## src/hdl/rv_pkg.sv

```systemverilog
package rv_pkg;

    // base opcodes of the supported subset
    typedef enum logic [6:0] {
        OP     = 7'b0110011,
        OP_IMM = 7'b0010011,
        LOAD   = 7'b0000011,
        STORE  = 7'b0100011,
        BRANCH = 7'b1100011,
        JAL    = 7'b1101111
    } opcode_e;

    typedef enum logic [3:0] {
        ALU_ADD,
        ALU_SUB,
        ALU_AND,
        ALU_OR,
        ALU_XOR,
        ALU_SLT,
        ALU_MUL
    } alu_op_e;

    // operand source in execute
    typedef enum logic [1:0] {
        FWD_NONE,
        FWD_MEM,
        FWD_WB
    } fwd_sel_e;

    typedef struct packed {
        logic        valid;
        logic [31:0] pc;
        logic [31:0] inst;
    } if_id_t;

    typedef struct packed {
        logic        valid;
        logic [31:0] pc;
        logic [4:0]  rs1;
        logic [4:0]  rs2;
        logic [4:0]  rd;
        logic [31:0] rs1_data;
        logic [31:0] rs2_data;
        logic [31:0] imm;
        alu_op_e     alu_op;
        logic        alu_src_imm;
        logic        branch;
        logic        bne;
        logic        jal;
        logic        mem_ren;
        logic        mem_wen;
        logic        reg_wen;
    } id_ex_t;

    // result is the alu value, or pc+4 for jal
    typedef struct packed {
        logic        valid;
        logic [31:0] result;
        logic [31:0] store_data;
        logic [4:0]  rd;
        logic        mem_ren;
        logic        mem_wen;
        logic        reg_wen;
    } ex_mem_t;

    typedef struct packed {
        logic        valid;
        logic [31:0] result;
        logic [4:0]  rd;
        logic        reg_wen;
    } mem_wb_t;

endpackage
```

## src/hdl/rv_regfile.sv

```systemverilog
`timescale 1ns/1ns

module rv_regfile import rv_pkg::*; (
    input  logic        clk,
    input  logic        rst_n,
    input  logic [4:0]  rs1_i,
    input  logic [4:0]  rs2_i,
    output logic [31:0] rs1_data_o,
    output logic [31:0] rs2_data_o,
    input  mem_wb_t     wb_i
);

    logic [31:0] regs [1:31];
    logic        wen;

    assign wen = wb_i.valid && wb_i.reg_wen && (wb_i.rd != 5'd0);

    always_ff @(posedge clk) begin
        if (!rst_n) begin
            regs <= '{default: '0};
        end else if (wen) begin
            regs[wb_i.rd] <= wb_i.result;
        end
    end

    // x0 reads zero, same-cycle write is passed straight through
    assign rs1_data_o = (rs1_i == 5'd0) ? 32'd0 :
                        (wen && wb_i.rd == rs1_i) ? wb_i.result : regs[rs1_i];
    assign rs2_data_o = (rs2_i == 5'd0) ? 32'd0 :
                        (wen && wb_i.rd == rs2_i) ? wb_i.result : regs[rs2_i];

endmodule

```

## config.mk

```make
export PLATFORM = sky130hd
export DESIGN_NAME = rv_regfile
export DESIGN_NICKNAME = d
export VERILOG_FILES = /design/src/hdl/rv_pkg.sv /design/src/hdl/rv_regfile.sv
export SDC_FILE = /design/constraint.sdc
export NUM_CORES = 2
export LEC_CHECK = 0
export ABC_AREA = 0
export BUFFER_PORTS_ARGS = -buffer_cell sky130_fd_sc_hd__buf_4
export CORE_MARGIN = 4
export CORE_UTILIZATION = 50
export CTS_CLUSTER_SIZE = 12
export DETAILED_ROUTE_END_ITERATION = 10
export PLACE_DENSITY = 0.63
export SETUP_SLACK_MARGIN = 0.1
export SLEW_MARGIN = 0
export SYNTH_ARGS = -nofsm -noshare
export SYNTH_HDL_FRONTEND = slang
export SYNTH_SLANG_ARGS = --single-unit
export TNS_END_PERCENT = 30
```

## constraint.sdc

```tcl
create_clock -name clk -period 3 [get_ports clk]
set_input_delay 0.3 -clock clk [delete_from_list [all_inputs] [get_ports clk]]
set_output_delay 0.3 -clock clk [all_outputs]
set_load 0.02 [all_outputs]
```

Word-level counts from Yosys, hierarchy flattened --
Index checks and enable logic that the tools add are counted. Widths: inputs -> output; s select.
Cells by class: mux-type cells 13, bitwise gates (word level) 3, reduce and logical (&&, ||, !) cells 8, $lt $le $gt $ge 4, equality and inequality tests 2
Operator list (count):
- $bwmux 992 | 1
- $bmux 32 s5 | 2
- $mux 32 | 9
- $demux 32 s5 | 1
- $ge 6x6->1 const B | 3
- $not 5->6 | 3
- $eq 5x5->1 | 2
- $logic_not 5->1 | 2
- $lt 6x1->1 const B | 1
- $logic_and 1x1->1 | 5
- $reduce_bool 5->1 | 1
Storage, ports and cells: output and inout bits 64, register bits 992

Logic depth before layout (Yosys ltp) --
depth in word-level cells 6, gate-level depth with buffers 10, depth with buffers taken out 5

Worst setup path after synthesis --
OpenSTA, ideal clock, no wires.
path kind in2out, from input rs2_i[0], to output rs2_data_o[25], required time 2.700 ns, buffers on the path 5, slack 0.592 ns, data arrival time 2.108 ns, stages on the path 10, path through buf_2 > buf_4 > buf_4 > and2_1 > buf_4 > buf_2 > a22oi_1 > o211ai_1 > o221ai_1 > o31ai_1
Between the ends: cells in the longest elaborated chain, start to end 6, elaborated cells on any way between the ends 9
RTL lines:
- start: declaration | RTL line rv_regfile.sv:7 | input logic [4:0] rs2_i,
- $not 5->6 (not written as such) | RTL line rv_regfile.sv:30 | (wen && wb_i.rd == rs2_i) ? wb_i.result : regs[rs2_i];
- $bmux 32 s5 | RTL line rv_regfile.sv:30
- $mux 32 (not written as such) (2 in a row) | RTL line rv_regfile.sv:30
- $mux 32 | RTL line rv_regfile.sv:30
- $mux 32 * | RTL line rv_regfile.sv:29 | assign rs2_data_o = (rs2_i == 5'd0) ? 32'd0 :
- end: declaration | RTL line rv_regfile.sv:9 | output logic [31:0] rs2_data_o,
Mark *: on every way between the ends. The rest lies on a longest branch, timed or not. The select of a mux whose other input is x is not followed.

Final worst setup path --
from register regs[595] in the netlist's numbering, to output rs1_data_o[19]
Between the ends: cells in the longest elaborated chain, start to end 5
RTL lines:
- start: declaration | RTL line rv_regfile.sv:13 | logic [31:0] regs [1:31];
- start signal: indexed assignment | RTL line rv_regfile.sv:22 | regs[wb_i.rd] <= wb_i.result;
- $bmux 32 s5 | RTL line rv_regfile.sv:28 | (wen && wb_i.rd == rs1_i) ? wb_i.result : regs[rs1_i];
- $mux 32 (not written as such) (2 in a row) | RTL line rv_regfile.sv:28
- $mux 32 | RTL line rv_regfile.sv:28
- $mux 32 | RTL line rv_regfile.sv:27 | assign rs1_data_o = (rs1_i == 5'd0) ? 32'd0 :
- end: declaration | RTL line rv_regfile.sv:8 | output logic [31:0] rs1_data_o,
No other way between the ends. The select of a mux whose other input is x is not followed.

==> flow_metrics.tcl <==
set metrics [dict create \
    io_pins 115 \
    synth-seq-area-share_pct 36.9 \
    final_common_cell "nand2_1" \
    dp_slack_ns -0.155 \
    syn-cell-area_mm2 0.0538 \
    die_x_um 336 \
    power_uw 30800 \
    grt_max_degree 136 \
    num-fill-cells 9357 \
    status "finished with violations" \
    rows 120 \
    syn_nets 6056 \
    setup_viol 2 \
    ys_types 49 \
    drv_cap 0 \
    ys_warn_count 0 \
    ir_drop_mv 0.503 \
    grt_pass1_vias 45700 \
    slew_headroom_pct 32.2 \
    largest_reg_flops 992 \
    p_per_area_mw_per_mm2 500 \
    synth_ff_type "dfxtp_1" \
    timing.final.ws_setup_ns -0.0564 \
    cts_made_buffers 111 \
    clock_path_buffers 3 \
    path_class "reg -> out" \
    p_leak_uw 0.0204 \
    synth_edf_count 0 \
    cp.arrival_ns 2.76 \
    cp_top_family "multiplexers" \
    clock_skew_ns 0 \
    register_area_mm2 0.0199 \
    multiInputGateArea_mm2 0.0317 \
    mostFrequentLayoutCells "nand2_1 (2075), a21boi_0 (997), dfxtp_1 (984)" \
    insertion_delay_ns 0.70 \
    cts_tree "done" \
    vias 49000 \
    critPathMostFrequentCell "mux4_2" \
    hold_path.class "in -> reg" \
    violations "setup timing" \
    required_ns 2.70 \
    crit_chain "mux4_2 -> mux4_2 -> nand2b_4 -> o221ai_2 -> buf_4 -> o21ai_4 -> buf_6" \
    synth_seq_cells 992 \
    core_area_mm2 0.107 \
    min_period_ns 3.06 \
    wl_per_cell_um 30.5 \
    worst-path-max-fanout 3 \
    via_per_inst 6.58 \
    initial_core_util_pct 50.3 \
    routed_wl_um 227000 \
    synthArstFlopShare_pct 0 \
    path_buf_inv 2 \
    reg_top3 "regs x992" \
    critPathMaxStageDelay_ns 0.60 \
    first_pass_iters 6 \
    clkTransAtPathRegs_ns 0.06 \
    tns_ns -0.0603 \
    fmaxAchievable_ghz 0.327 \
    grt_pass1_wl_um 325000 \
    gp_congestion 0.929 \
    rsz0062_at_grt "yes" \
    clock-sinks 992 \
    areaGrowthSynthToFinish_pct 14.8 \
    port_buffers 114 \
    fin_nets 5985 \
    cpMaxStageDelayCell "mux4_2" \
    drt_iter0_drc 6983 \
    start_kind "flip-flop" \
    grt_overflow 0 \
    drc_errors 0 \
    end_kind "output port" \
    antenna_found_initial 14 \
    r2r_setup_slack_ns 2.18 \
    syn_avg_cell_area_um2 8.95 \
    regMostFlops "regs" \
    die_h_um 336 \
    die_area_mm2 0.113 \
    worst_slew_pin_slew_ns 1.02 \
    drv_slew 0 \
    finish.utilization_pct 57.7 \
    cts.htree.levels 3 \
    grt_use_total_pct 39.1 \
    ant_nets 0 \
    period_share_pct 102 \
    hpwlAfterDp_um 141000 \
    cts_root_buffer "clkbuf_16" \
    final_layout_size_suffix_gt1_share_pct 21.9 \
    hold_viol_final 0 \
    syn_inst 6005 \
]
-- repair_timing --
| item | CTS | global route |
|---|---|---|
| hold buffers | 3 | 0 |
| cloned | 1 | 2 |
| endpoints found under the setup margin | 16 | 37 |
| resized for setup | 45 | 39 |
| pin swaps | 6 | 17 |
| buffers inserted | 3 | 0 |
| hold endpoints to repair | 25 | 0 |
-- metrics by stage --
step	cell area, um^2	hold WS [ns]	cells
after floorplan	53800	0.450	6005
after global placement	57400	0.457	7215
after detailed placement	57400	0.467	7215
after CTS	61400	0.0120	7426
after global routing	61700	0.0526	7439
final	61700	0.0499	7442
-- report_power, final --
part           switching, uW  total (uW)  leakage [uW]  internal [uW]
registers               42.1       13300       0.00799          13200
clock network           5940       14400       0.00188           8420
logic                   2050        3220        0.0105           1170
-- per-layer routing --
metal / vias up / share of wire (%) / global-route usage, %
li1: 20900 / - / -
met1: 23800 / 38 / 51.6
met2: 3519 / 43 / 57.9
met3: 803 / 13 / 9.87
met4: 0 / 7.0 / 23.7
met5: - / 0 / 0
-- path summary, 6_finish.rpt --
kind	end	cells after the start	startpoint
setup / recovery	rs1_data_o[19]	7	regs[595]
hold reg to reg	regs[43]	2	regs[43]
hold / removal	regs[538]	3	wb_i[32]
setup reg to reg	regs[178]	2	regs[178]
-- final cells by class --
type,instances,share of cell area [%]
antenna,14,0.0568
clock buffer,159,5.25
clock inverter,45,0.880
inverter,2,0.0122
multi-input combinational,4363,51.4
sequential,992,32.2
tap,1403,2.85
timing repair buffer,464,7.38
-- synth_stat cells, types with 15 or more instances --
library cell | n | area, um^2
nand2_1 | 2091 | 7850
a21boi_0 | 1006 | 7550
dfxtp_1 | 992 | 19900
clkbuf_1 | 480 | 1800
mux4_2 | 378 | 8510
mux2_2 | 170 | 1910
mux2i_1 | 117 | 1170
a22oi_1 | 67 | 503
buf_2 | 66 | 330
o22ai_1 | 63 | 394
nor2_1 | 56 | 210
a21oi_1 | 53 | 265
a221oi_1 | 42 | 368
o21ai_0 | 41 | 205
o221ai_1 | 40 | 350
buf_4 | 38 | 285
buf_1 | 27 | 101
nand2b_1 | 27 | 169
o211ai_1 | 27 | 203
clkbuf_2 | 20 | 100
o31ai_1 | 18 | 135
a22o_1 | 17 | 149
a221o_1 | 16 | 160
buf_6 | 16 | 180
nand3_1 | 15 | 75.1
o21ai_1 | 15 | 75.1
-- kinds of logic (layout without fill, tap and decap cells) --
group                     count (synthesis)  count (layout)  share of synthesized area [%]
and+or+nand+nor                        2238            2239                           16.0
AOI/OAI and AO/OA                      1443            1443                           19.9
DFF                                     992             992                           36.9
muxes                                   671             671                           21.7
buffers and inverters                   651             670                           5.28
xor gates and xnor gates                 10              10                          0.163
other                                     0              14                              0
-- worst reg2reg max path: cells and delay by family, from the launching register on --
family,cells,cell delay (ns)
AO/OA/AOI/OAI,1,0.17
AND/OR/NAND/NOR,1,0.08
flip-flops,1,0.50
Power figures use the tool's default switching activity.
