===== src/hdl/rv_pkg.sv =====
package rv_pkg;

    // base opcodes of the supported subset
    typedef enum logic [6:0] {
        OP     = 7'b0110011,
        OP_IMM = 7'b0010011,
        LOAD   = 7'b0000011,
        STORE  = 7'b0100011,
        BRANCH = 7'b1100011,
        JAL    = 7'b1101111
    } opcode_e;

    typedef enum logic [3:0] {
        ALU_ADD,
        ALU_SUB,
        ALU_AND,
        ALU_OR,
        ALU_XOR,
        ALU_SLT,
        ALU_MUL
    } alu_op_e;

    // operand source in execute
    typedef enum logic [1:0] {
        FWD_NONE,
        FWD_MEM,
        FWD_WB
    } fwd_sel_e;

    typedef struct packed {
        logic        valid;
        logic [31:0] pc;
        logic [31:0] inst;
    } if_id_t;

    typedef struct packed {
        logic        valid;
        logic [31:0] pc;
        logic [4:0]  rs1;
        logic [4:0]  rs2;
        logic [4:0]  rd;
        logic [31:0] rs1_data;
        logic [31:0] rs2_data;
        logic [31:0] imm;
        alu_op_e     alu_op;
        logic        alu_src_imm;
        logic        branch;
        logic        bne;
        logic        jal;
        logic        mem_ren;
        logic        mem_wen;
        logic        reg_wen;
    } id_ex_t;

    // result is the alu value, or pc+4 for jal
    typedef struct packed {
        logic        valid;
        logic [31:0] result;
        logic [31:0] store_data;
        logic [4:0]  rd;
        logic        mem_ren;
        logic        mem_wen;
        logic        reg_wen;
    } ex_mem_t;

    typedef struct packed {
        logic        valid;
        logic [31:0] result;
        logic [4:0]  rd;
        logic        reg_wen;
    } mem_wb_t;

endpackage

===== src/hdl/rv_execute.sv =====
`timescale 1ns/1ns

module rv_execute import rv_pkg::*; (
    input  logic        clk,
    input  logic        rst_n,
    input  logic        freeze_i,
    input  id_ex_t      id_ex_i,
    input  fwd_sel_e    fwd_a_i,
    input  fwd_sel_e    fwd_b_i,
    input  logic [31:0] mem_fwd_i,
    input  logic [31:0] wb_fwd_i,
    output logic        redirect_o,
    output logic [31:0] redirect_pc_o,
    output ex_mem_t     ex_mem_o
);

    logic [31:0] op_a;
    logic [31:0] op_b;
    logic [31:0] alu_b;
    logic [31:0] alu_res;
    logic        taken;
    ex_mem_t     ex_mem_q;

    function automatic logic [31:0] fwd_mux(input fwd_sel_e sel, input logic [31:0] reg_val);
        case (sel)
            FWD_MEM: return mem_fwd_i;
            FWD_WB:  return wb_fwd_i;
            default: return reg_val;
        endcase
    endfunction

    assign op_a  = fwd_mux(fwd_a_i, id_ex_i.rs1_data);
    assign op_b  = fwd_mux(fwd_b_i, id_ex_i.rs2_data);
    assign alu_b = id_ex_i.alu_src_imm ? id_ex_i.imm : op_b;

    always_comb begin
        case (id_ex_i.alu_op)
            ALU_SUB: alu_res = op_a - alu_b;
            ALU_AND: alu_res = op_a & alu_b;
            ALU_OR:  alu_res = op_a | alu_b;
            ALU_XOR: alu_res = op_a ^ alu_b;
            ALU_SLT: alu_res = {31'd0, $signed(op_a) < $signed(alu_b)};
            // low word of the product
            ALU_MUL: alu_res = op_a * alu_b;
            default: alu_res = op_a + alu_b;
        endcase
    end

    // predicted not-taken, so any taken branch or jal redirects
    assign taken = id_ex_i.valid &&
                   (id_ex_i.jal || (id_ex_i.branch && ((op_a == op_b) != id_ex_i.bne)));
    assign redirect_o    = taken;
    assign redirect_pc_o = id_ex_i.pc + id_ex_i.imm;

    always_ff @(posedge clk) begin
        if (!rst_n) begin
            ex_mem_q <= '0;
        end else if (!freeze_i) begin
            ex_mem_q.valid      <= id_ex_i.valid;
            ex_mem_q.result     <= id_ex_i.jal ? id_ex_i.pc + 32'd4 : alu_res;
            ex_mem_q.store_data <= op_b;
            ex_mem_q.rd         <= id_ex_i.rd;
            ex_mem_q.mem_ren    <= id_ex_i.mem_ren;
            ex_mem_q.mem_wen    <= id_ex_i.mem_wen;
            ex_mem_q.reg_wen    <= id_ex_i.reg_wen;
        end
    end

    assign ex_mem_o = ex_mem_q;

endmodule


===== config.mk =====
export PLATFORM = sky130hd
export DESIGN_NAME = rv_execute
export DESIGN_NICKNAME = d
export VERILOG_FILES = /design/src/hdl/rv_pkg.sv /design/src/hdl/rv_execute.sv
export SDC_FILE = /design/constraint.sdc
export NUM_CORES = 2
export LEC_CHECK = 0
export BUFFER_PORTS_ARGS = -buffer_cell sky130_fd_sc_hd__buf_2
export CAP_MARGIN = 20
export CORE_ASPECT_RATIO = 1.5
export CORE_UTILIZATION = 25
export CTS_BUF_LIST = sky130_fd_sc_hd__clkbuf_16
export DETAILED_ROUTE_END_ITERATION = 16
export HOLD_SLACK_MARGIN = 0.05
export PLACE_DENSITY_LB_ADDON = 0.08
export SLEW_MARGIN = 20
export SYNTH_ARGS = -nofsm -noshare
export SYNTH_HDL_FRONTEND = slang
export SYNTH_SLANG_ARGS = --single-unit

===== constraint.sdc =====
create_clock -name clk -period 11.8 [get_ports clk]
set_input_delay 1.18 -clock clk [delete_from_list [all_inputs] [get_ports clk]]
set_output_delay 1.18 -clock clk [all_outputs]
set_load 0.05 [all_outputs]

== Word-level counts from Yosys, hierarchy flattened ==
Index checks and enable logic that the tools add are counted.
W data, S select, Z words.

* Bits in registers: 73
* Input bits: 226
* Output and inout bits: 106

* Add/sub/neg operators: 4
* $mul: 1
* Order comparisons: 1
* Eq/ne operators: 12
* Mux-type cells: 5
* Bitwise logic cells: 3
* Reductions and logical operators: 3

{| class="wikitable"
|+ Operators with widths
! kind !! count
|-
| $pmux W32 S6 || 1
|-
| $pmux W32 S2 || 2
|-
| $add A32 B32 Y32 || 2
|-
| $mux W32 || 2
|-
| $add A32 B3 Y32 const B || 1
|-
| $and A32 B32 Y32 || 1
|-
| $eq A32 B32 Y1 || 1
|-
| $lt A32 B32 Y1 || 1
|-
| $mul A32 B32 Y32 || 1
|-
| $or A32 B32 Y32 || 1
|-
| $sub A32 B32 Y32 || 1
|-
| $xor A32 B32 Y32 || 1
|-
| $eq A4 B3 Y1 const B || 3
|-
| $eq A4 B2 Y1 const B || 2
|-
| $eq A2 B1 Y1 const B || 2
|-
| $eq A2 B2 Y1 const B || 2
|-
| $eq A4 B1 Y1 const B || 1
|-
| $logic_and A1 B1 Y1 || 2
|-
| $logic_or A1 B1 Y1 || 1
|-
| $ne A1 B1 Y1 || 1
|}

== Depth between registers and ports, before layout ==
* Word-level depth: 7
* Mapped depth: 38
* Depth with buffers taken out: 34

== Worst setup path before layout ==
OpenSTA, ideal clock, no wires.

* Kind: input port to flip-flop
* Start: input port fwd_b_i[0]
* End: register ex_mem_q, in the netlist ex_mem_o[67]
* Arrival time: 9.303 ns
* Slack: 2.375 ns
* Stages on the path: 35
* Path through: inv_1 -> ha_1 -> buf_4 -> buf_6 -> buf_6 -> buf_6 -> a221o_1 -> o21ai_1 -> o21ai_1 -> inv_2 -> clkbuf_1 -> nor2_1 -> fa_1 -> fa_1 -> fa_1 -> inv_1 -> fa_1 -> inv_1 -> fa_1 -> inv_1 -> fa_1 -> inv_1 -> fa_1 -> fa_1 -> ha_1 -> and3_1 -> a221oi_1 -> o21ai_0 -> or3_1 -> o211ai_1 -> a21boi_0 -> o21a_1 -> or3_1 -> a31oi_1 -> a21oi_1

* Cells in the longest elaborated chain, start to end: 6
* Elaborated cells between the ends (all ways): 12
* Those cells by class: 2 x add/sub; 1 x mul; 2 x eq/ne; 4 x mux; 3 x bitwise

{| class="wikitable"
|+ Ends and longest elaborated chain
! item !! RTL line !! text
|-
| start: declaration || rv_execute.sv:9 || <nowiki>input fwd_sel_e fwd_b_i,</nowiki>
|-
| $eq A2 B2 Y1 or $eq A2 B1 Y1 (tied branches) || rv_execute.sv:25 || <nowiki>case (sel)</nowiki>
|-
| $pmux W32 S2 (*) || rv_execute.sv:25 ||
|-
| $mux W32 (*) || rv_execute.sv:34 || <nowiki>assign alu_b = id_ex_i.alu_src_imm ? id_ex_i.imm : op_b;</nowiki>
|-
| $mul A32 B32 Y32 (tied with other cells) || rv_execute.sv:44 || <nowiki>ALU_MUL: alu_res = op_a * alu_b;</nowiki>
|-
| $pmux W32 S6 (*) || rv_execute.sv:37 || <nowiki>case (id_ex_i.alu_op)</nowiki>
|-
| $mux W32 (*) || rv_execute.sv:60 || <nowiki>ex_mem_q.result <= id_ex_i.jal ? id_ex_i.pc + 32'd4 : alu_res;</nowiki>
|-
| end: declaration || rv_execute.sv:22 || <nowiki>ex_mem_t ex_mem_q;</nowiki>
|}

Every way passes the cells marked *; elsewhere a longest branch is shown, timed or not.
A chain may end at the register's enable or synchronous reset.

== Final worst setup path ==
* Start: input port fwd_b_i[0]
* End: register ex_mem_q, in the netlist ex_mem_o[66]

The elaborated chain is that of the path after synthesis.

==> results.json <==
{
  "synth_area_leaders": "fa_1, ha_1, nor2_1",
  "cp_slowest_cell": "ha_2",
  "hold_buffers": 0,
  "route.detailed.drc": 0,
  "dieHeight_um": 400,
  "outcome": "finished, final reports clean",
  "antenna_found_initial": 3,
  "gp_congestion": 0.933,
  "crit_top_cell": "fa_1",
  "synth-seq-cells": 73,
  "drive_gt1_frac": 0.151,
  "core_area_mm2": 0.104,
  "cap_viol_max_count": 0,
  "slew_headroom": 0.255,
  "cts.reportedPaths.clkPinSlew_ns": 0.07,
  "vias_per_cell": 5.05,
  "vias": 25900,
  "placed_area_mm2": 0.0303,
  "cp_num_cells": 31,
  "crit_arrival_ns": 11.03,
  "fin_crit_sh": 0.913,
  "port_buffers": 321,
  "whs_path_depth": 2,
  "cts_root_buf": "clkbuf_16",
  "hpwl_mm": 120,
  "globalRoute.totalOverflow": 0,
  "clock_skew_ns": 0,
  "crit_family": "adder cells",
  "final_cell_area_mm2": 0.0306,
  "htree_levels": 3,
  "area_growth_pct": 16.1,
  "synth-main-ff-cell": "dfxtp_1",
  "required_ns": 12.06,
  "cts_tree": "yes",
  "path_max_fanout": 31,
  "layout.cells.non_filler": 5117,
  "largest_register_ff_count": 73,
  "slew_violations": 0,
  "syn-num-nets": 4281,
  "endpoint_kind": "flop",
  "clockBufferDepth": 2,
  "final.setup.tns_ns": 0,
  "synth_cell_types": 78,
  "hold_viol": 0,
  "clock_insertion_delay_worst_skew_ns": 0.37,
  "die-area_mm2": 0.107,
  "rsz0062_at_grt": "no",
  "hold_path.class": "flop to flop",
  "seq_area_frac_synth": 0.0555,
  "dr.pass1.iters": 6,
  "synth_edf_count": 0,
  "postCtsSetupBuffers": 0,
  "slowest_delay_ns": 0.69,
  "critPathKind": "primary input to flop",
  "start_kind": "primary input",
  "period_needed_ns": 10.77,
  "syn-instance-count": 3389,
  "wl_per_cell_um": 28.0,
  "numCtsBuffers": 9,
  "dieWidth_um": 267,
  "grt_first_pass_wirelength_mm": 203,
  "nNetsFinal": 4606,
  "place_inst": 5099,
  "pin_count": 332,
  "dr.first_iter.drc_count": 1546,
  "totalWireLength_mm": 143,
  "grtUsageTotal": 0.270,
  "ant_nets": 0,
  "ys_warn_count": 0,
  "ff2ff_path_depth": 4,
  "cts_num_sinks": 73,
  "synth_top_area_frac": 0.312,
  "start_util": 0.253,
  "grt_max_degree": 54,
  "syn_area_per_cell_um2": 7.78,
  "cts_resized": 0,
  "max_freq_mhz": 92.8,
  "synth_area_mm2": 0.0264,
  "finalSetupViolations": 0,
  "worst_pin_slew_ns": 1.11,
  "grt_pass1_vias": 27400,
  "rows": 145,
  "yosys.area.top_type": "fa_1",
  "postSynth.asyncResetShare": 0,
  "critPathBufInv": 7
}
[placed cells by master (no fill, tap or decap), drive strengths merged, types with 7 or more instances in the layout]
cell type	synthesis	layout
o21ai	153	153
ha	255	255
a211oi	27	27
a31oi	16	16
a21o	40	40
o21a	18	18
o221ai	14	14
xnor2	142	142
a22oi	59	59
and2	9	9
nor3	46	46
o2111ai	7	7
o31ai	10	10
nand4	25	25
or3	11	11
a21oi	209	209
or2	8	8
mux2i	12	12
o211ai	20	20
a2111oi	12	12
nand3	26	26
buf	48	481
fa	411	411
and3	9	9
nor2	539	539
clkinv	8	10
a221o	17	17
o21bai	18	18
o22ai	10	10
nand2	330	330
dfxtp	73	73
nand2b	19	19
nor4	12	12
clkbuf	119	9
nor2b	24	24
xor2	33	33
a221oi	28	28
inv	511	513
[routing by layer]
layer | up-vias | track usage | wire length (um)
li1 | 11700 | - | -
met1 | 13000 | 0.290 | 52100
met2 | 890 | 0.509 | 76000
met3 | 253 | 0.0266 | 5800
met4 | 2 | 0.156 | 9600
met5 | - | 0 | 13
[worst paths after layout]
path / start / end / slack, ns
worst min register to register: ex_mem_o[55]$_SDFFE_PN0N_ / ex_mem_o[55]$_SDFFE_PN0N_ / 0.47
worst max-delay path: fwd_b_i[0] / ex_mem_o[66]$_SDFFE_PN0N_ / 1.03
worst max register to register: ex_mem_o[70]$_SDFFE_PN0N_ / ex_mem_o[70]$_SDFFE_PN0N_ / 10.80
worst min-delay path: ex_mem_o[55]$_SDFFE_PN0N_ / ex_mem_o[55]$_SDFFE_PN0N_ / 0.47
[cell usage after synthesis, types with 28 or more instances]
cell and instances:
o21ai_1 30, xor2_1 33, a22oi_1 59, xnor2_1 142
nor2_1 539, ha_1 255, a21o_1 40, a221oi_1 28
clkbuf_1 119, dfxtp_1 73, nand2_1 330, a21oi_1 207
fa_1 411, o21ai_0 105, inv_1 494, nor3_1 45
[kinds of logic (layout without fill, tap and decap cells)]
group           after synthesis  in the layout  synth area share
other cells                   0              2                 0
simple gates               1069           1069             0.169
xor+xnor                    176            176            0.0590
mux                          12             12           0.00456
fa+ha+maj                   666            666             0.433
flops                        73             73            0.0555
buf+inv                     686           1016             0.101
compound gates              707            707             0.177
[stage by stage]
step	utilization	hold slack, ns	setup slack (ns)
floorplan	-	0.686	2.37
finish	0.293	0.469	1.03
global placement	0.290	0.451	0.766
global route	0.293	0.478	0.658
detailed placement	0.290	0.458	0.759
CTS	0.293	0.469	1.11
[tightest hold or removal path, cell delays in order (launching register included)]
cell	delay, ns
dfxtp_1	0.31
nand2_1	0.06
a21oi_1	0.05
[final cells by class]
type / count / area [um^2]
Clock inverter: 7 / 80.1
Tap cell: 1396 / 1750
Multi-Input combinational cell: 2630 / 22300
Inverter: 519 / 1950
Clock buffer: 9 / 225
Antenna cell: 2 / 5.00
Sequential cell: 73 / 1460
Fill cell: 11600 / 73700
Timing Repair Buffer: 481 / 2860
Power is not shown: default switching activity piles up to over one toggle a cycle in this logic, so the estimate is an artifact.
