File: src/hdl/rv_pkg.sv
package rv_pkg;

    // base opcodes of the supported subset
    typedef enum logic [6:0] {
        OP     = 7'b0110011,
        OP_IMM = 7'b0010011,
        LOAD   = 7'b0000011,
        STORE  = 7'b0100011,
        BRANCH = 7'b1100011,
        JAL    = 7'b1101111
    } opcode_e;

    typedef enum logic [3:0] {
        ALU_ADD,
        ALU_SUB,
        ALU_AND,
        ALU_OR,
        ALU_XOR,
        ALU_SLT,
        ALU_MUL
    } alu_op_e;

    // operand source in execute
    typedef enum logic [1:0] {
        FWD_NONE,
        FWD_MEM,
        FWD_WB
    } fwd_sel_e;

    typedef struct packed {
        logic        valid;
        logic [31:0] pc;
        logic [31:0] inst;
    } if_id_t;

    typedef struct packed {
        logic        valid;
        logic [31:0] pc;
        logic [4:0]  rs1;
        logic [4:0]  rs2;
        logic [4:0]  rd;
        logic [31:0] rs1_data;
        logic [31:0] rs2_data;
        logic [31:0] imm;
        alu_op_e     alu_op;
        logic        alu_src_imm;
        logic        branch;
        logic        bne;
        logic        jal;
        logic        mem_ren;
        logic        mem_wen;
        logic        reg_wen;
    } id_ex_t;

    // result is the alu value, or pc+4 for jal
    typedef struct packed {
        logic        valid;
        logic [31:0] result;
        logic [31:0] store_data;
        logic [4:0]  rd;
        logic        mem_ren;
        logic        mem_wen;
        logic        reg_wen;
    } ex_mem_t;

    typedef struct packed {
        logic        valid;
        logic [31:0] result;
        logic [4:0]  rd;
        logic        reg_wen;
    } mem_wb_t;

endpackage
File: src/hdl/rv_decode.sv
`timescale 1ns/1ns

module rv_decode import rv_pkg::*; (
    input  logic        clk,
    input  logic        rst_n,
    input  logic        hold_i,
    input  logic        bubble_i,
    input  logic        flush_i,
    input  if_id_t      if_id_i,
    output logic [4:0]  rs1_o,
    output logic [4:0]  rs2_o,
    input  logic [31:0] rs1_data_i,
    input  logic [31:0] rs2_data_i,
    output id_ex_t      id_ex_o
);

    logic [31:0] inst;
    logic [2:0]  funct3;
    logic [6:0]  funct7;
    logic [31:0] imm_i;
    logic [31:0] imm_s;
    logic [31:0] imm_b;
    logic [31:0] imm_j;
    logic        legal;
    id_ex_t      dec;
    id_ex_t      id_ex_q;

    assign inst   = if_id_i.inst;
    assign funct3 = inst[14:12];
    assign funct7 = inst[31:25];
    assign rs1_o  = inst[19:15];
    assign rs2_o  = inst[24:20];

    // immediates, sign taken from bit 31
    assign imm_i = {{20{inst[31]}}, inst[31:20]};
    assign imm_s = {{20{inst[31]}}, inst[31:25], inst[11:7]};
    assign imm_b = {{19{inst[31]}}, inst[31], inst[7], inst[30:25], inst[11:8], 1'b0};
    assign imm_j = {{11{inst[31]}}, inst[31], inst[19:12], inst[20], inst[30:21], 1'b0};

    always_comb begin
        dec          = '0;
        legal        = 1'b0;
        dec.pc       = if_id_i.pc;
        dec.rs1      = rs1_o;
        dec.rs2      = rs2_o;
        dec.rd       = inst[11:7];
        dec.rs1_data = rs1_data_i;
        dec.rs2_data = rs2_data_i;
        case (opcode_e'(inst[6:0]))
            OP: begin
                legal       = 1'b1;
                dec.reg_wen = 1'b1;
                case ({funct7, funct3})
                    {7'h00, 3'b000}: dec.alu_op = ALU_ADD;
                    {7'h20, 3'b000}: dec.alu_op = ALU_SUB;
                    {7'h00, 3'b111}: dec.alu_op = ALU_AND;
                    {7'h00, 3'b110}: dec.alu_op = ALU_OR;
                    {7'h00, 3'b100}: dec.alu_op = ALU_XOR;
                    {7'h00, 3'b010}: dec.alu_op = ALU_SLT;
                    {7'h01, 3'b000}: dec.alu_op = ALU_MUL;
                    default:         legal      = 1'b0;
                endcase
            end
            OP_IMM: begin
                // only addi
                legal           = (funct3 == 3'b000);
                dec.reg_wen     = 1'b1;
                dec.alu_src_imm = 1'b1;
                dec.imm         = imm_i;
            end
            LOAD: begin
                legal           = (funct3 == 3'b010);
                dec.mem_ren     = 1'b1;
                dec.reg_wen     = 1'b1;
                dec.alu_src_imm = 1'b1;
                dec.imm         = imm_i;
            end
            STORE: begin
                legal           = (funct3 == 3'b010);
                dec.mem_wen     = 1'b1;
                dec.alu_src_imm = 1'b1;
                dec.imm         = imm_s;
            end
            BRANCH: begin
                // beq is 000, bne is 001
                legal      = (funct3[2:1] == 2'b00);
                dec.branch = 1'b1;
                dec.bne    = funct3[0];
                dec.imm    = imm_b;
            end
            JAL: begin
                legal       = 1'b1;
                dec.jal     = 1'b1;
                dec.reg_wen = 1'b1;
                dec.imm     = imm_j;
            end
            default: legal = 1'b0;
        endcase
        dec.valid = if_id_i.valid && legal;
    end

    always_ff @(posedge clk) begin
        if (!rst_n) begin
            id_ex_q <= '0;
        end else if (!hold_i) begin
            id_ex_q <= dec;
            // load-use bubble or squash behind a taken branch
            if (bubble_i || flush_i) begin
                id_ex_q.valid <= 1'b0;
            end
        end
    end

    assign id_ex_o = id_ex_q;

endmodule

File: config.mk
export PLATFORM = sky130hd
export DESIGN_NAME = rv_decode
export DESIGN_NICKNAME = d
export VERILOG_FILES = /design/src/hdl/rv_pkg.sv /design/src/hdl/rv_decode.sv
export SDC_FILE = /design/constraint.sdc
export NUM_CORES = 1
export LEC_CHECK = 0
export ABC_CLOCK_PERIOD_IN_PS = 3400
export BUFFER_PORTS_ARGS = -buffer_cell sky130_fd_sc_hd__buf_2
export CORE_MARGIN = 10
export CORE_UTILIZATION = 48
export DETAILED_ROUTE_END_ITERATION = 10
export GPL_TIMING_DRIVEN = 0
export HOLD_SLACK_MARGIN = 0.1
export PLACE_DENSITY = 0.87
export REMOVE_ABC_BUFFERS = 1
export SETUP_SLACK_MARGIN = 0.5
export SLEW_MARGIN = 25
export SYNTH_ARGS = -nofsm -noshare
export SYNTH_HDL_FRONTEND = slang
export SYNTH_SLANG_ARGS = --single-unit
File: constraint.sdc
create_clock -name clk -period 3.4 [get_ports clk]
set_input_delay 1.02 -clock clk [delete_from_list [all_inputs] [get_ports clk]]
set_output_delay 1.02 -clock clk [all_outputs]
set_load 0.005 [all_outputs]
Word-level counts from Yosys, hierarchy flattened
Index checks and enable logic that the tools add are counted.
{ "totals": {"latch_bits": 0, "ramBits": 0, "inputBits": 134, "rom_bits": 0, "reg_bits": 155, "n_memories": 0} }
{ "classes": {"n_lt_le_gt_ge": 0, "n_reduce_logical": 10, "n_div": 0, "mux": 12, "eq_ne": 13, "shifts": 0, "n_bitwise": 0, "mul": 0, "add_sub_neg": 0} }
{ "ops": {"columns": ["cell", "n"], "rows": [
  ["case mux 32 bit (4 select lines)", 1],
  ["== test 10 x 3 -> 1 bit (second input constant)", 3],
  ["case mux 3 bit (6 select lines)", 1],
  ["== test 7 x 6 -> 1 bit (second input constant)", 2],
  ["== test 7 bit (second input constant)", 2],
  ["== test 10 x 2 -> 1 bit (second input constant)", 1],
  ["== test 10 x 4 -> 1 bit (second input constant)", 1],
  ["== test 10 x 9 -> 1 bit (second input constant)", 1],
  ["logical NOT 10 bit", 1],
  ["== test 7 x 2 -> 1 bit (second input constant)", 1],
  ["== test 7 x 5 -> 1 bit (second input constant)", 1],
  ["2-to-1 mux 1 bit", 7],
  ["OR reduction 7 bit", 1],
  ["case mux 1 bit (5 select lines)", 1],
  ["2-to-1 mux 4 bit", 1],
  ["OR reduction 2 bit", 2],
  ["OR reduction 4 bit", 1],
  ["== test 3 x 2 -> 1 bit (second input constant)", 1],
  ["logical NOT 3 bit", 1],
  ["OR reduction 3 bit", 1],
  ["logical NOT 2 bit", 1],
  ["2-to-1 mux 2 bit", 1],
  ["logical AND 1 bit", 1],
  ["logical OR 1 bit", 1]
]} }

Longest topological paths before layout
{ "logic_depth": {"ltp_word": 6, "ltp_mapped": 6} }

Worst setup path before layout
OpenSTA, ideal clock, no wires.
{ "synth_timing": {"kind": "input -> register", "startpoint": "input if_id_i[14] (netlist bit)", "endpoint": "register id_ex_q, in the netlist id_ex_o[154]", "path_slack_ns": 1.240, "cell_stages": 5, "setup_ns": 0.074, "n_path_buf": 1, "arrival_time_ns": 2.086, "cell_sequence": "clkbuf_1 -> or4b_1 -> o311ai_0 -> a32oi_1 -> a31oi_1"} }
{ "synth_between": {"elab_chain_cells": 6, "elab_cells_between_ends": 15} }
{ "synth_rtl": {"columns": ["item", "line", "rtl"], "rows": [
  ["from (decl)", "rv_decode.sv:9", "input if_id_t if_id_i,"],
  ["== test 10 x 4 -> 1 bit, or another cell as far along", "rv_decode.sv:53", "case ({funct7, funct3})"],
  ["OR reduction 7 bit (no source line)", null, null],
  ["2-to-1 mux 1 bit", "rv_decode.sv:53", null],
  ["case mux 1 bit (5 select lines) (*)", "rv_decode.sv:49", "case (opcode_e'(inst[6:0]))"],
  ["logical AND 1 bit (*)", "rv_decode.sv:99", "dec.valid = if_id_i.valid && legal;"],
  ["2-to-1 mux 1 bit (*)", "rv_decode.sv:108", "if (bubble_i || flush_i) begin"],
  ["to (decl)", "rv_decode.sv:26", "id_ex_t id_ex_q;"]
]} }
Every way passes the cells marked *; elsewhere a longest branch is shown, timed or not.
A chain may end at the register's enable or synchronous reset.

==> impl_metrics.ini <==
[routing]
ant_nets = 0
routed_wl_um = 17230
drt_iter0_drc = 438
firstDrtPassIters = 6
drc = 0
vias_per_cell = 5.131
num_vias = 5008
wl_per_cell_um = 17.66

[floorplanning]
fp.dieH_um = 127.5
start_util_pct = 48.76
io_pins = 299
die_w_um = 127.5
rows = 39
dieArea_um2 = 16250
coreArea_um2 = 11370

[global_routing]
grt_pass1_vias = 5207
grt_pass1_wl_um = 26710
track_usage_pct = 20.17
grt_overflow = 0
grt_max_degree = 72
grt_antenna_before_repair = 1

[setup_path]
critPathTopFamily = buffers and inverters
cp_max_fo = 71
critical_path.max_stage_delay_ns = 0.61
r2r-start = id_ex_o[22]
crit_type = in -> reg
critPathSlowestCell = nor2_2
worstSetupEndpointType = flip-flop
cp_num_buf_inv = 3
required_ns = 3.73
startpoint = hold_i
cp_data_arrival_time_ns = 3.02
startpoint_type = input port
path_cells = buf_8 > buf_16 > inv_1 > nor2_2 > nand2_1 > o21ai_1

[timing]
slew_headroom_pct = 47.40
tightest_slew_ns = 0.7779
fmax_ghz = 0.3717
post-route-period-util_pct = 79.12
period_minus_slack_ns = 2.690
finalWorstSetupSlack_ns = 0.7098
hold_viol = 0
finalHoldWorstSlack_ns = 0.4461
slew_violations = 0
rsz0062_at_grt = no
skew_ns = 0
setup_viol = 0

[synthesis]
yosysSeqAreaShare_pct = 51.64
synth_cells = 561
synth-async-reset-ratio_pct = 0
synth_edf_count = 0
ys_types = 47
yosys_warnings = 0
syn_area_um2 = 5544
ys_ff_latch = 143
ys_dominant_reg_cell = dfxtp_1
syn_area_per_cell_um2 = 9.882

[clocking]
post_cts_resized = 0
holdBufCountCts = 0
postCtsSetupBuffers = 0
cts.sinks = 143
tritoncts = built
cts_max_path_buffers = 2
cts-root-buf = clkbuf_16
insertion_delay_ns = 0.40
cts-buffers-inserted = 17
clk_pin_slew_ns = 0.06
cts-htree-levels = 4

[hold_path]
hold_path_class = reg -> reg
hold_start = id_ex_o[29]

[finish]
drive_above_1_share_pct = 40.75
finalInstanceArea_um2 = 7585
largest_reg_flops = 143
area_growth_syn_to_layout_pct = 36.81
final_cell_mix = buf_2 (296), dfxtp_1 (143), nor2_1 (129), mux2i_1 (112), nand2_1 (18)
fin_nets = 954
final_common_cell = buf_2

[placed_design]
dp_hpwl_um = 13440
dpl_cell_area_um2 = 6969
place.gp.congestion = 0.8363
io_buffers = 297
pre_cts_ws_ns = 0.2777

[power]
power.density_nw_per_um2 = 546.3
vdd_ir_drop_max_mv = 0.4204
p_leak_nw = 3.931

[run]
drv_cap = 0

[outcome]
outcome = finished, final reports clean
report_power, final:
part / internal (W) / switching (W) / total [W]
clock: 0.00124 / 0.000670 / 0.00191
combinational: 0.000210 / 0.000221 / 0.000431
sequential: 0.00176 / 0.0000402 / 0.00180
worst register-to-register path: stages, from the launching register on:
cell	delay, ns
dfxtp_1	0.34
nand2_1	0.07
a21boi_0	0.16
a221oi_1	0.30
kinds of logic (layout without fill, tap and decap cells):
logic type                count (synthesis)  after routing  share of synthesized area, %
DFF                                     143            143                         51.64
other                                     1              2                       0.06764
muxes                                   113            113                         20.42
and+or+nand+nor                         179            179                         14.38
buffers and inverters                    62            333                         5.958
xor gates and xnor gates                  1              1                        0.1580
AOI/OAI and AO/OA                        62             62                         7.380
layer usage:
| metal | part of all wire, % | vias up | GRT usage [%] |
|---|---|---|---|
| met2 | 51 | 259 | 35.15 |
| met5 | 0 | - | 0 |
| met3 | 15 | 18 | 11.83 |
| met1 | 33 | 2303 | 19.10 |
| met4 | 1.3 | 0 | 7.703 |
| li1 | - | 2428 | - |
per-stage QoR:
stage	std cells	util [%]	power [W]	setup TNS [ns]
after CTS	975	66.69	0.004189	0
after global routing	976	66.71	0.004303	0
final	976	66.71	0.004143	0
after detailed placement	944	61.30	0.002272	0
after floorplan	502	-	0.001999	-5.958
after global placement	942	60.60	0.002266	-163.67
layout make-up:
type                            instances  area [um^2]
Timing Repair Buffer                  299         1551
Clock inverter                         10        162.7
Fill cell                             891         3785
Inverter                                3        16.27
Tap cell                              143        178.9
Antenna cell                            1        2.502
Multi-Input combinational cell        356         2360
Clock buffer                           21        450.4
Sequential cell                       143         2863
synth_stat cells, types with 2 or more instances:
master | n | area (um^2)
nor2b_1 | 2 | 12.51
nor3_1 | 5 | 25.02
nand3_1 | 3 | 15.01
a22oi_1 | 2 | 15.01
nand3b_1 | 2 | 15.01
buf_4 | 22 | 165.2
nor2_1 | 130 | 488.0
nand2_1 | 18 | 67.56
o21ai_1 | 10 | 50.05
or4b_1 | 2 | 20.02
o21ai_0 | 9 | 45.04
or4_4 | 2 | 22.52
inv_1 | 3 | 11.26
mux2i_1 | 112 | 1121
a21oi_1 | 16 | 80.08
nor4_1 | 2 | 12.51
clkbuf_1 | 24 | 90.09
a221oi_1 | 5 | 43.79
a22o_1 | 7 | 61.31
nor4_2 | 2 | 25.02
a31oi_1 | 2 | 12.51
nand4bb_1 | 2 | 22.52
nand4b_1 | 2 | 17.52
dfxtp_1 | 143 | 2863
buf_2 | 12 | 60.06
final timing paths:
check / slack (ns) / depth (start not counted) / endpoint
worst max register to register: 2.43 / 3 / id_ex_o[22]
worst min-delay path: 0.45 / 2 / id_ex_o[29]
worst min register to register: 0.45 / 2 / id_ex_o[29]
worst max-delay path: 0.71 / 6 / id_ex_o[27]
Power figures use the tool's default switching activity.
