--- config.mk ---
export PLATFORM = sky130hd
export DESIGN_NAME = rv_fetch
export DESIGN_NICKNAME = d
export VERILOG_FILES = /design/src/hdl/rv_pkg.sv /design/src/hdl/rv_fetch.sv
export SDC_FILE = /design/constraint.sdc
export NUM_CORES = 1
export LEC_CHECK = 0
export ABC_AREA = 0
export BUFFER_PORTS_ARGS = -buffer_cell sky130_fd_sc_hd__buf_2
export CAP_MARGIN = 20
export CORE_MARGIN = 2
export CORE_UTILIZATION = 34
export DETAILED_ROUTE_END_ITERATION = 12
export GPL_TIMING_DRIVEN = 0
export HOLD_SLACK_MARGIN = 0.1
export PLACE_DENSITY_LB_ADDON = 0.3
export SYNTH_ARGS = -nofsm -noshare
export SYNTH_HDL_FRONTEND = slang
export SYNTH_SLANG_ARGS = --single-unit
--- constraint.sdc ---
create_clock -name clk -period 5.58 [get_ports clk]
set_input_delay 0.279 -clock clk [delete_from_list [all_inputs] [get_ports clk]]
set_output_delay 0.279 -clock clk [all_outputs]
set_load 0.01 [all_outputs]
--- src/hdl/rv_pkg.sv ---
package rv_pkg;

    // base opcodes of the supported subset
    typedef enum logic [6:0] {
        OP     = 7'b0110011,
        OP_IMM = 7'b0010011,
        LOAD   = 7'b0000011,
        STORE  = 7'b0100011,
        BRANCH = 7'b1100011,
        JAL    = 7'b1101111
    } opcode_e;

    typedef enum logic [3:0] {
        ALU_ADD,
        ALU_SUB,
        ALU_AND,
        ALU_OR,
        ALU_XOR,
        ALU_SLT,
        ALU_MUL
    } alu_op_e;

    // operand source in execute
    typedef enum logic [1:0] {
        FWD_NONE,
        FWD_MEM,
        FWD_WB
    } fwd_sel_e;

    typedef struct packed {
        logic        valid;
        logic [31:0] pc;
        logic [31:0] inst;
    } if_id_t;

    typedef struct packed {
        logic        valid;
        logic [31:0] pc;
        logic [4:0]  rs1;
        logic [4:0]  rs2;
        logic [4:0]  rd;
        logic [31:0] rs1_data;
        logic [31:0] rs2_data;
        logic [31:0] imm;
        alu_op_e     alu_op;
        logic        alu_src_imm;
        logic        branch;
        logic        bne;
        logic        jal;
        logic        mem_ren;
        logic        mem_wen;
        logic        reg_wen;
    } id_ex_t;

    // result is the alu value, or pc+4 for jal
    typedef struct packed {
        logic        valid;
        logic [31:0] result;
        logic [31:0] store_data;
        logic [4:0]  rd;
        logic        mem_ren;
        logic        mem_wen;
        logic        reg_wen;
    } ex_mem_t;

    typedef struct packed {
        logic        valid;
        logic [31:0] result;
        logic [4:0]  rd;
        logic        reg_wen;
    } mem_wb_t;

endpackage
--- src/hdl/rv_fetch.sv ---
`timescale 1ns/1ns

module rv_fetch import rv_pkg::*; #(
    parameter logic [31:0] RESET_PC = 32'h0000_0000
) (
    input  logic        clk,
    input  logic        rst_n,
    input  logic        hold_i,
    input  logic        flush_i,
    input  logic        redirect_i,
    input  logic [31:0] redirect_pc_i,
    input  logic        ICACHE_stall_i,
    input  logic [31:0] ICACHE_rdata_i,
    output logic        ICACHE_ren_o,
    output logic [29:0] ICACHE_addr_o,
    output if_id_t      if_id_o
);

    logic [31:0] pc_q;
    logic        pend_q;
    logic [31:0] pend_pc_q;
    if_id_t      if_id_q;

    // the core always wants the next instruction
    assign ICACHE_ren_o  = 1'b1;
    assign ICACHE_addr_o = pc_q[31:2];
    assign if_id_o       = if_id_q;

    always_ff @(posedge clk) begin
        if (!rst_n) begin
            pc_q    <= RESET_PC;
            pend_q  <= 1'b0;
            if_id_q <= '0;
        end else if (!hold_i) begin
            if (ICACHE_stall_i) begin
                // request must stay put, so park the redirect for later
                if (redirect_i) begin
                    pend_q    <= 1'b1;
                    pend_pc_q <= redirect_pc_i;
                end
            end else if (redirect_i) begin
                pc_q   <= redirect_pc_i;
                pend_q <= 1'b0;
            end else if (pend_q) begin
                pc_q   <= pend_pc_q;
                pend_q <= 1'b0;
            end else begin
                pc_q <= pc_q + 32'd4;
            end
            // word fetched under a parked redirect is from the wrong path
            if_id_q.valid <= !ICACHE_stall_i && !flush_i && !pend_q;
            if_id_q.pc    <= pc_q;
            if_id_q.inst  <= ICACHE_rdata_i;
        end
    end

endmodule

## Yosys cells after proc, flatten, opt, wreduce, memory -nomap -nowiden

Cells that the tools add are included.

- Output and inout bits: 96
- Word-level logic and storage cells: 22
- Input port bits: 70
- Register bits after elaboration: 130

- $add $sub $neg: 1
- Muxes and demuxes: 4
- Bitwise operators: 2
- Reduce and logical (&&, ||, !) cells: 8
- Equal/unequal tests: 1

Operators by type and width:

| kind | number |
|---|---|
| 32-bit two-way mux | 2 |
| 32-bit by 3-bit adder with 32-bit output, second input constant | 1 |
| 2-bit AND reduction | 2 |
| 4-bit AND reduction | 1 |
| 1-bit zero test | 3 |
| 1-bit logical AND | 2 |
| 1-bit two-way mux | 2 |
| 2-bit != test, second input constant | 1 |
| 1-bit NOT | 2 |

## Logic depth before layout (Yosys ltp)

- Depth after elaboration: 3
- Gate-level depth with buffers: 7
- Gate-level depth less buffers: 6

## Least setup slack after synthesis

Ideal clock, no wire load.

- Path kind: input port to flip-flop
- From: input redirect_i
- To: register pend_pc_q[0] (enable)
- Required time: 5.188 ns
- Arrival time: 2.090 ns
- Buffers on the path: 3
- Cell stages on the path: 6
- Library setup time: 0.392 ns
- Path slack: 3.098 ns
- Path through: clkbuf_1 clkbuf_1 inv_1 clkbuf_1 nor2_1 and3_1

- Longest elaborated chain between the ends: 1

RTL lines:

| element | line | RTL |
|---|---|---|
| from (decl) | rv_fetch.sv:10 | `input logic redirect_i,` |
| 4-bit AND reduction (no line) | n/a |  |
| to (signal assigned) | rv_fetch.sv:39 | `pend_pc_q <= redirect_pc_i;` |
| to (decl) | rv_fetch.sv:21 | `logic [31:0] pend_pc_q;` |

No other way between the ends.
A chain may end at the register's enable or synchronous reset.

## Worst setup path in the final report

- From: input redirect_i
- To: register pend_pc_q[12] (enable)

Same word-level chain as after synthesis.

==> summary.json <==
{
  "totalNegativeSetupSlack": {"value": 0, "unit": "ns"},
  "slew_headroom": {"value": 0.451},
  "critical_path.slowest_cell": {"value": "sky130_fd_sc_hd__and3_2"},
  "gp_congestion": {"value": 0.840},
  "worst_hold_path_stage_count": {"value": 3},
  "min_to": {"value": "if_id_o[5]"},
  "dominantRegCellSynth": {"value": "sky130_fd_sc_hd__dfxtp_1"},
  "unrepaired_setup_endpoints_after_global_routing": {"value": "no"},
  "placed_cells": {"value": 980},
  "post_synth_inst_count": {"value": 592},
  "nFillCells": {"value": 1683},
  "cp_num_buf_inv": {"value": 5},
  "clock_sink_count": {"value": 130},
  "crit_path_top_cell_by_count": {"value": "sky130_fd_sc_hd__clkbuf_1"},
  "first_iter_violations": {"value": 394},
  "synth.lib_cells_used.distinct": {"value": 65},
  "tightest_slew": {"value": 0.824, "unit": "ns"},
  "clock_path_buffers": {"value": 2},
  "post_cts.repair.setup_buffers": {"value": 0},
  "floorplan.die.height": {"value": 137, "unit": "microns"},
  "antenna_found_initial": {"value": 0},
  "fp.dieArea": {"value": 0.0187, "unit": "sq mm"},
  "worstSetupEndpointType": {"value": "flop"},
  "post-dp-hpwl": {"value": 12500, "unit": "microns"},
  "synth-async-reset-ratio": {"value": 0},
  "residual_drc_count": {"value": 0},
  "post-synth-top-area-fraction": {"value": 0.328},
  "synth_compound_gate_area_share": {"value": 0.146},
  "area_delta_synth_final": {"value": 34.3, "unit": "%"},
  "routed-via-count": {"value": 5279},
  "syn_nets": {"value": 663},
  "fmax_achieved": {"value": 0.368, "unit": "GHz"},
  "post_cts_hold_buffer_count": {"value": 40},
  "rows": {"value": 48},
  "drv_cap": {"value": 0},
  "worstSkewPairLatency": {"value": 0.43, "unit": "ns"},
  "synth.top_cells.by_count": {"value": "sky130_fd_sc_hd__dfxtp_1, sky130_fd_sc_hd__nor2b_1, sky130_fd_sc_hd__mux2i_1"},
  "cellLeakagePower": {"value": 0.00346, "unit": "uW"},
  "wire_per_inst": {"value": 16.9, "unit": "microns"},
  "track_usage": {"value": 0.193},
  "worstPathMaxFanout": {"value": 32},
  "power.ir.vdd_worst": {"value": 0.258, "unit": "mV"},
  "clk_pin_slew_worst_paths": {"value": 0.06, "unit": "ns"},
  "yosysTopAreaCell": {"value": "sky130_fd_sc_hd__dfxtp_1"},
  "cp_cell_sequence": {"value": "buf_2 > clkbuf_1 > clkbuf_1 > inv_1 > clkbuf_1 > nor2_1 > and3_2"},
  "cts_tree": {"value": "done"},
  "synth_sequential_area_ratio": {"value": 0.489},
  "synth_simple_gate_area_frac": {"value": 0.177},
  "finalSetupViolations": {"value": 0},
  "clock-root-buffer": {"value": "sky130_fd_sc_hd__clkbuf_16"},
  "post_synth_instance_area": {"value": 0.00598, "unit": "sq mm"},
  "report.final.slew_viol_count": {"value": 0},
  "post_synth_xor_area_fraction": {"value": 0},
  "wl": {"value": 17800, "unit": "microns"},
  "drtAntennaViolNets": {"value": 0},
  "worstPathRequired": {"value": 5.62, "unit": "ns"},
  "global_route.overflow_total": {"value": 0},
  "cts_made_buffers": {"value": 17},
  "portion_of_netlist_area_occupied_by_mux_cells": {"value": 0.114},
  "path_class": {"value": "in2reg"},
  "r2r_cells": {"value": 7},
  "ys_ff_latch": {"value": 130},
  "area_of_the_placeable_core": {"value": 0.0172, "unit": "sq mm"},
  "synthAdderAreaFrac": {"value": 0.00209},
  "netlist_top_cells_area": {"value": "sky130_fd_sc_hd__dfxtp_1, sky130_fd_sc_hd__edfxtp_1, sky130_fd_sc_hd__mux2i_1"},
  "min_from": {"value": "ICACHE_rdata_i[5]"},
  "diodes": {"value": 0},
  "post-synth-top-count-cell": {"value": "sky130_fd_sc_hd__dfxtp_1"},
  "timing.hold.worst.class": {"value": "in2reg"},
  "final_cells": {"value": 1052},
  "setup.worst_path.start_class": {"value": "primary input"},
  "start_util": {"value": 0.347},
  "global_route_wire_length_before_repair": {"value": 27200, "unit": "microns"},
  "drt-pass1-iter-count": {"value": 5},
  "regToRegStartpoint": {"value": "pend_q"},
  "worst-r2r-setup-slack": {"value": 3.30, "unit": "ns"},
  "cpLargestDelayFamily": {"value": "buffers and inverters"},
  "status": {"value": "complete, no violations"},
  "post_cts_resized": {"value": 0},
  "finalCritPeriodShare": {"value": 0.486},
  "layout.core_utilization": {"value": 0.466},
  "critical-path-max-stage-delay": {"value": 0.76, "unit": "ns"},
  "die_w": {"value": 137, "unit": "microns"},
  "io_buffer_count": {"value": 163},
  "htree_levels": {"value": 4},
  "synth_area_per_cell": {"value": 10.1, "unit": "sq um"},
  "dominant_combinational_cell_family_by_area_after_synthesis": {"value": "simple AND/OR/NAND/NOR gates"},
  "critPathArrivalTime": {"value": 2.76, "unit": "ns"},
  "cell_pwr_density": {"value": 294, "unit": "mW/mm^2"},
  "layout-drive-gt1-share": {"value": 0.285},
  "grt_max_degree": {"value": 33},
  "rr_endpoint": {"value": "pc_q[19]"},
  "finalCriticalPeriod": {"value": 2.71, "unit": "ns"},
  "synth_edf_count": {"value": 32},
  "ios": {"value": 166},
  "layout.nets": {"value": 885},
  "holdWs": {"value": 0.110, "unit": "ns"},
  "clock-skew-final": {"value": 0.0133, "unit": "ns"},
  "routed_via_density": {"value": 5.02},
  "number_of_synthesis_warnings": {"value": 0},
  "first_global_vias": {"value": 5083},
  "timing_hold_violations_final": {"value": 0}
}
==> power by group <==
| part | total (uW) | internal, uW | switching (uW) | leakage (uW) |
|---|---|---|---|---|
| Combinational | 271 | 133 | 138 | 0.00209 |
| Clock | 1050 | 630 | 417 | 0.000279 |
| Sequential | 1040 | 1010 | 36.1 | 0.00109 |
==> through the flow <==
step / instance area, sq um / total power (uW) / worst slack [ns]
CTS: 8030 / 2380 / 2.90
detailed placement: 7070 / 1310 / 2.45
finish: 8030 / 2360 / 2.87
global placement: 7070 / 1310 / 1.94
global route: 8030 / 2450 / 2.76
floorplan: 5980 / 1200 / 3.10
==> cell usage in the layout (no fill, tap or decap), types with 8 or more instances in the layout <==
| cell type | n |
|---|---|
| sky130_fd_sc_hd__edfxtp_1 | 32 |
| sky130_fd_sc_hd__buf_2 | 168 |
| sky130_fd_sc_hd__nand2_1 | 34 |
| sky130_fd_sc_hd__a221oi_1 | 9 |
| sky130_fd_sc_hd__dfxtp_1 | 98 |
| sky130_fd_sc_hd__dlygate4sd3_1 | 40 |
| sky130_fd_sc_hd__a21oi_1 | 22 |
| sky130_fd_sc_hd__nand3_1 | 14 |
| sky130_fd_sc_hd__clkbuf_1 | 33 |
| sky130_fd_sc_hd__o21ai_0 | 28 |
| sky130_fd_sc_hd__nand4_1 | 8 |
| sky130_fd_sc_hd__o211ai_1 | 9 |
| sky130_fd_sc_hd__nor2_1 | 20 |
| sky130_fd_sc_hd__clkbuf_16 | 19 |
| sky130_fd_sc_hd__buf_4 | 31 |
| sky130_fd_sc_hd__a22oi_1 | 12 |
| sky130_fd_sc_hd__nor2b_1 | 69 |
| sky130_fd_sc_hd__mux2i_1 | 67 |
==> tightest hold or removal path, delay by kind of cell <==
kind | cells | cell delay [ns]
simple gates | 1 | 0.09
buf+inv | 1 | 0.07
mux | 1 | 0.05
==> cell type report <==
type | count | area [sq um] | share of cell area
flip-flops and latches | 130 | 2920 | 0.364
multi-input cells | 383 | 2630 | 0.327
repair buffers | 203 | 1220 | 0.152
clock buffers | 24 | 504 | 0.0628
plain buffers | 72 | 400 | 0.0499
well taps | 225 | 282 | 0.0351
clock inverters | 8 | 47.5 | 0.00592
inverters | 7 | 26.3 | 0.00327
==> registers in the layout (all words and copies together), names as in the netlist <==
name       flops
pc_q          32
pend_pc_q     32
if_id_o       65
pend_q         1
==> how the worst max path moves through the flow <==
stage / from / to / slack [ns] / cells after the start
finish: redirect_i / pend_pc_q[12] / 2.87 / 7
global route: redirect_i / pend_pc_q[11] / 2.76 / 7
CTS: redirect_i / pend_pc_q[12] / 2.90 / 7
detailed placement: redirect_i / pend_pc_q[19] / 2.45 / 7
global placement: redirect_i / pend_pc_q[20] / 1.94 / 7
floorplan: redirect_i / pend_pc_q[0] / 3.10 / 6
==> routing by layer <==
metal / vias to the layer above / wire [microns] / GRT usage
li1: 2559 / - / -
met1: 2495 / 8190 / 0.252
met2: 211 / 7990 / 0.307
met3: 14 / 1370 / 0.0556
met4: 0 / 233 / 0.0625
met5: - / 0 / 0
==> cells by family after synthesis <==
| group | after synthesis |
|---|---|
| compound gates | 129 |
| fa+ha+maj | 1 |
| buf+inv | 79 |
| flops | 130 |
| mux | 68 |
| other cells | 1 |
| simple gates | 184 |
(Power assumes the default switching activity.)
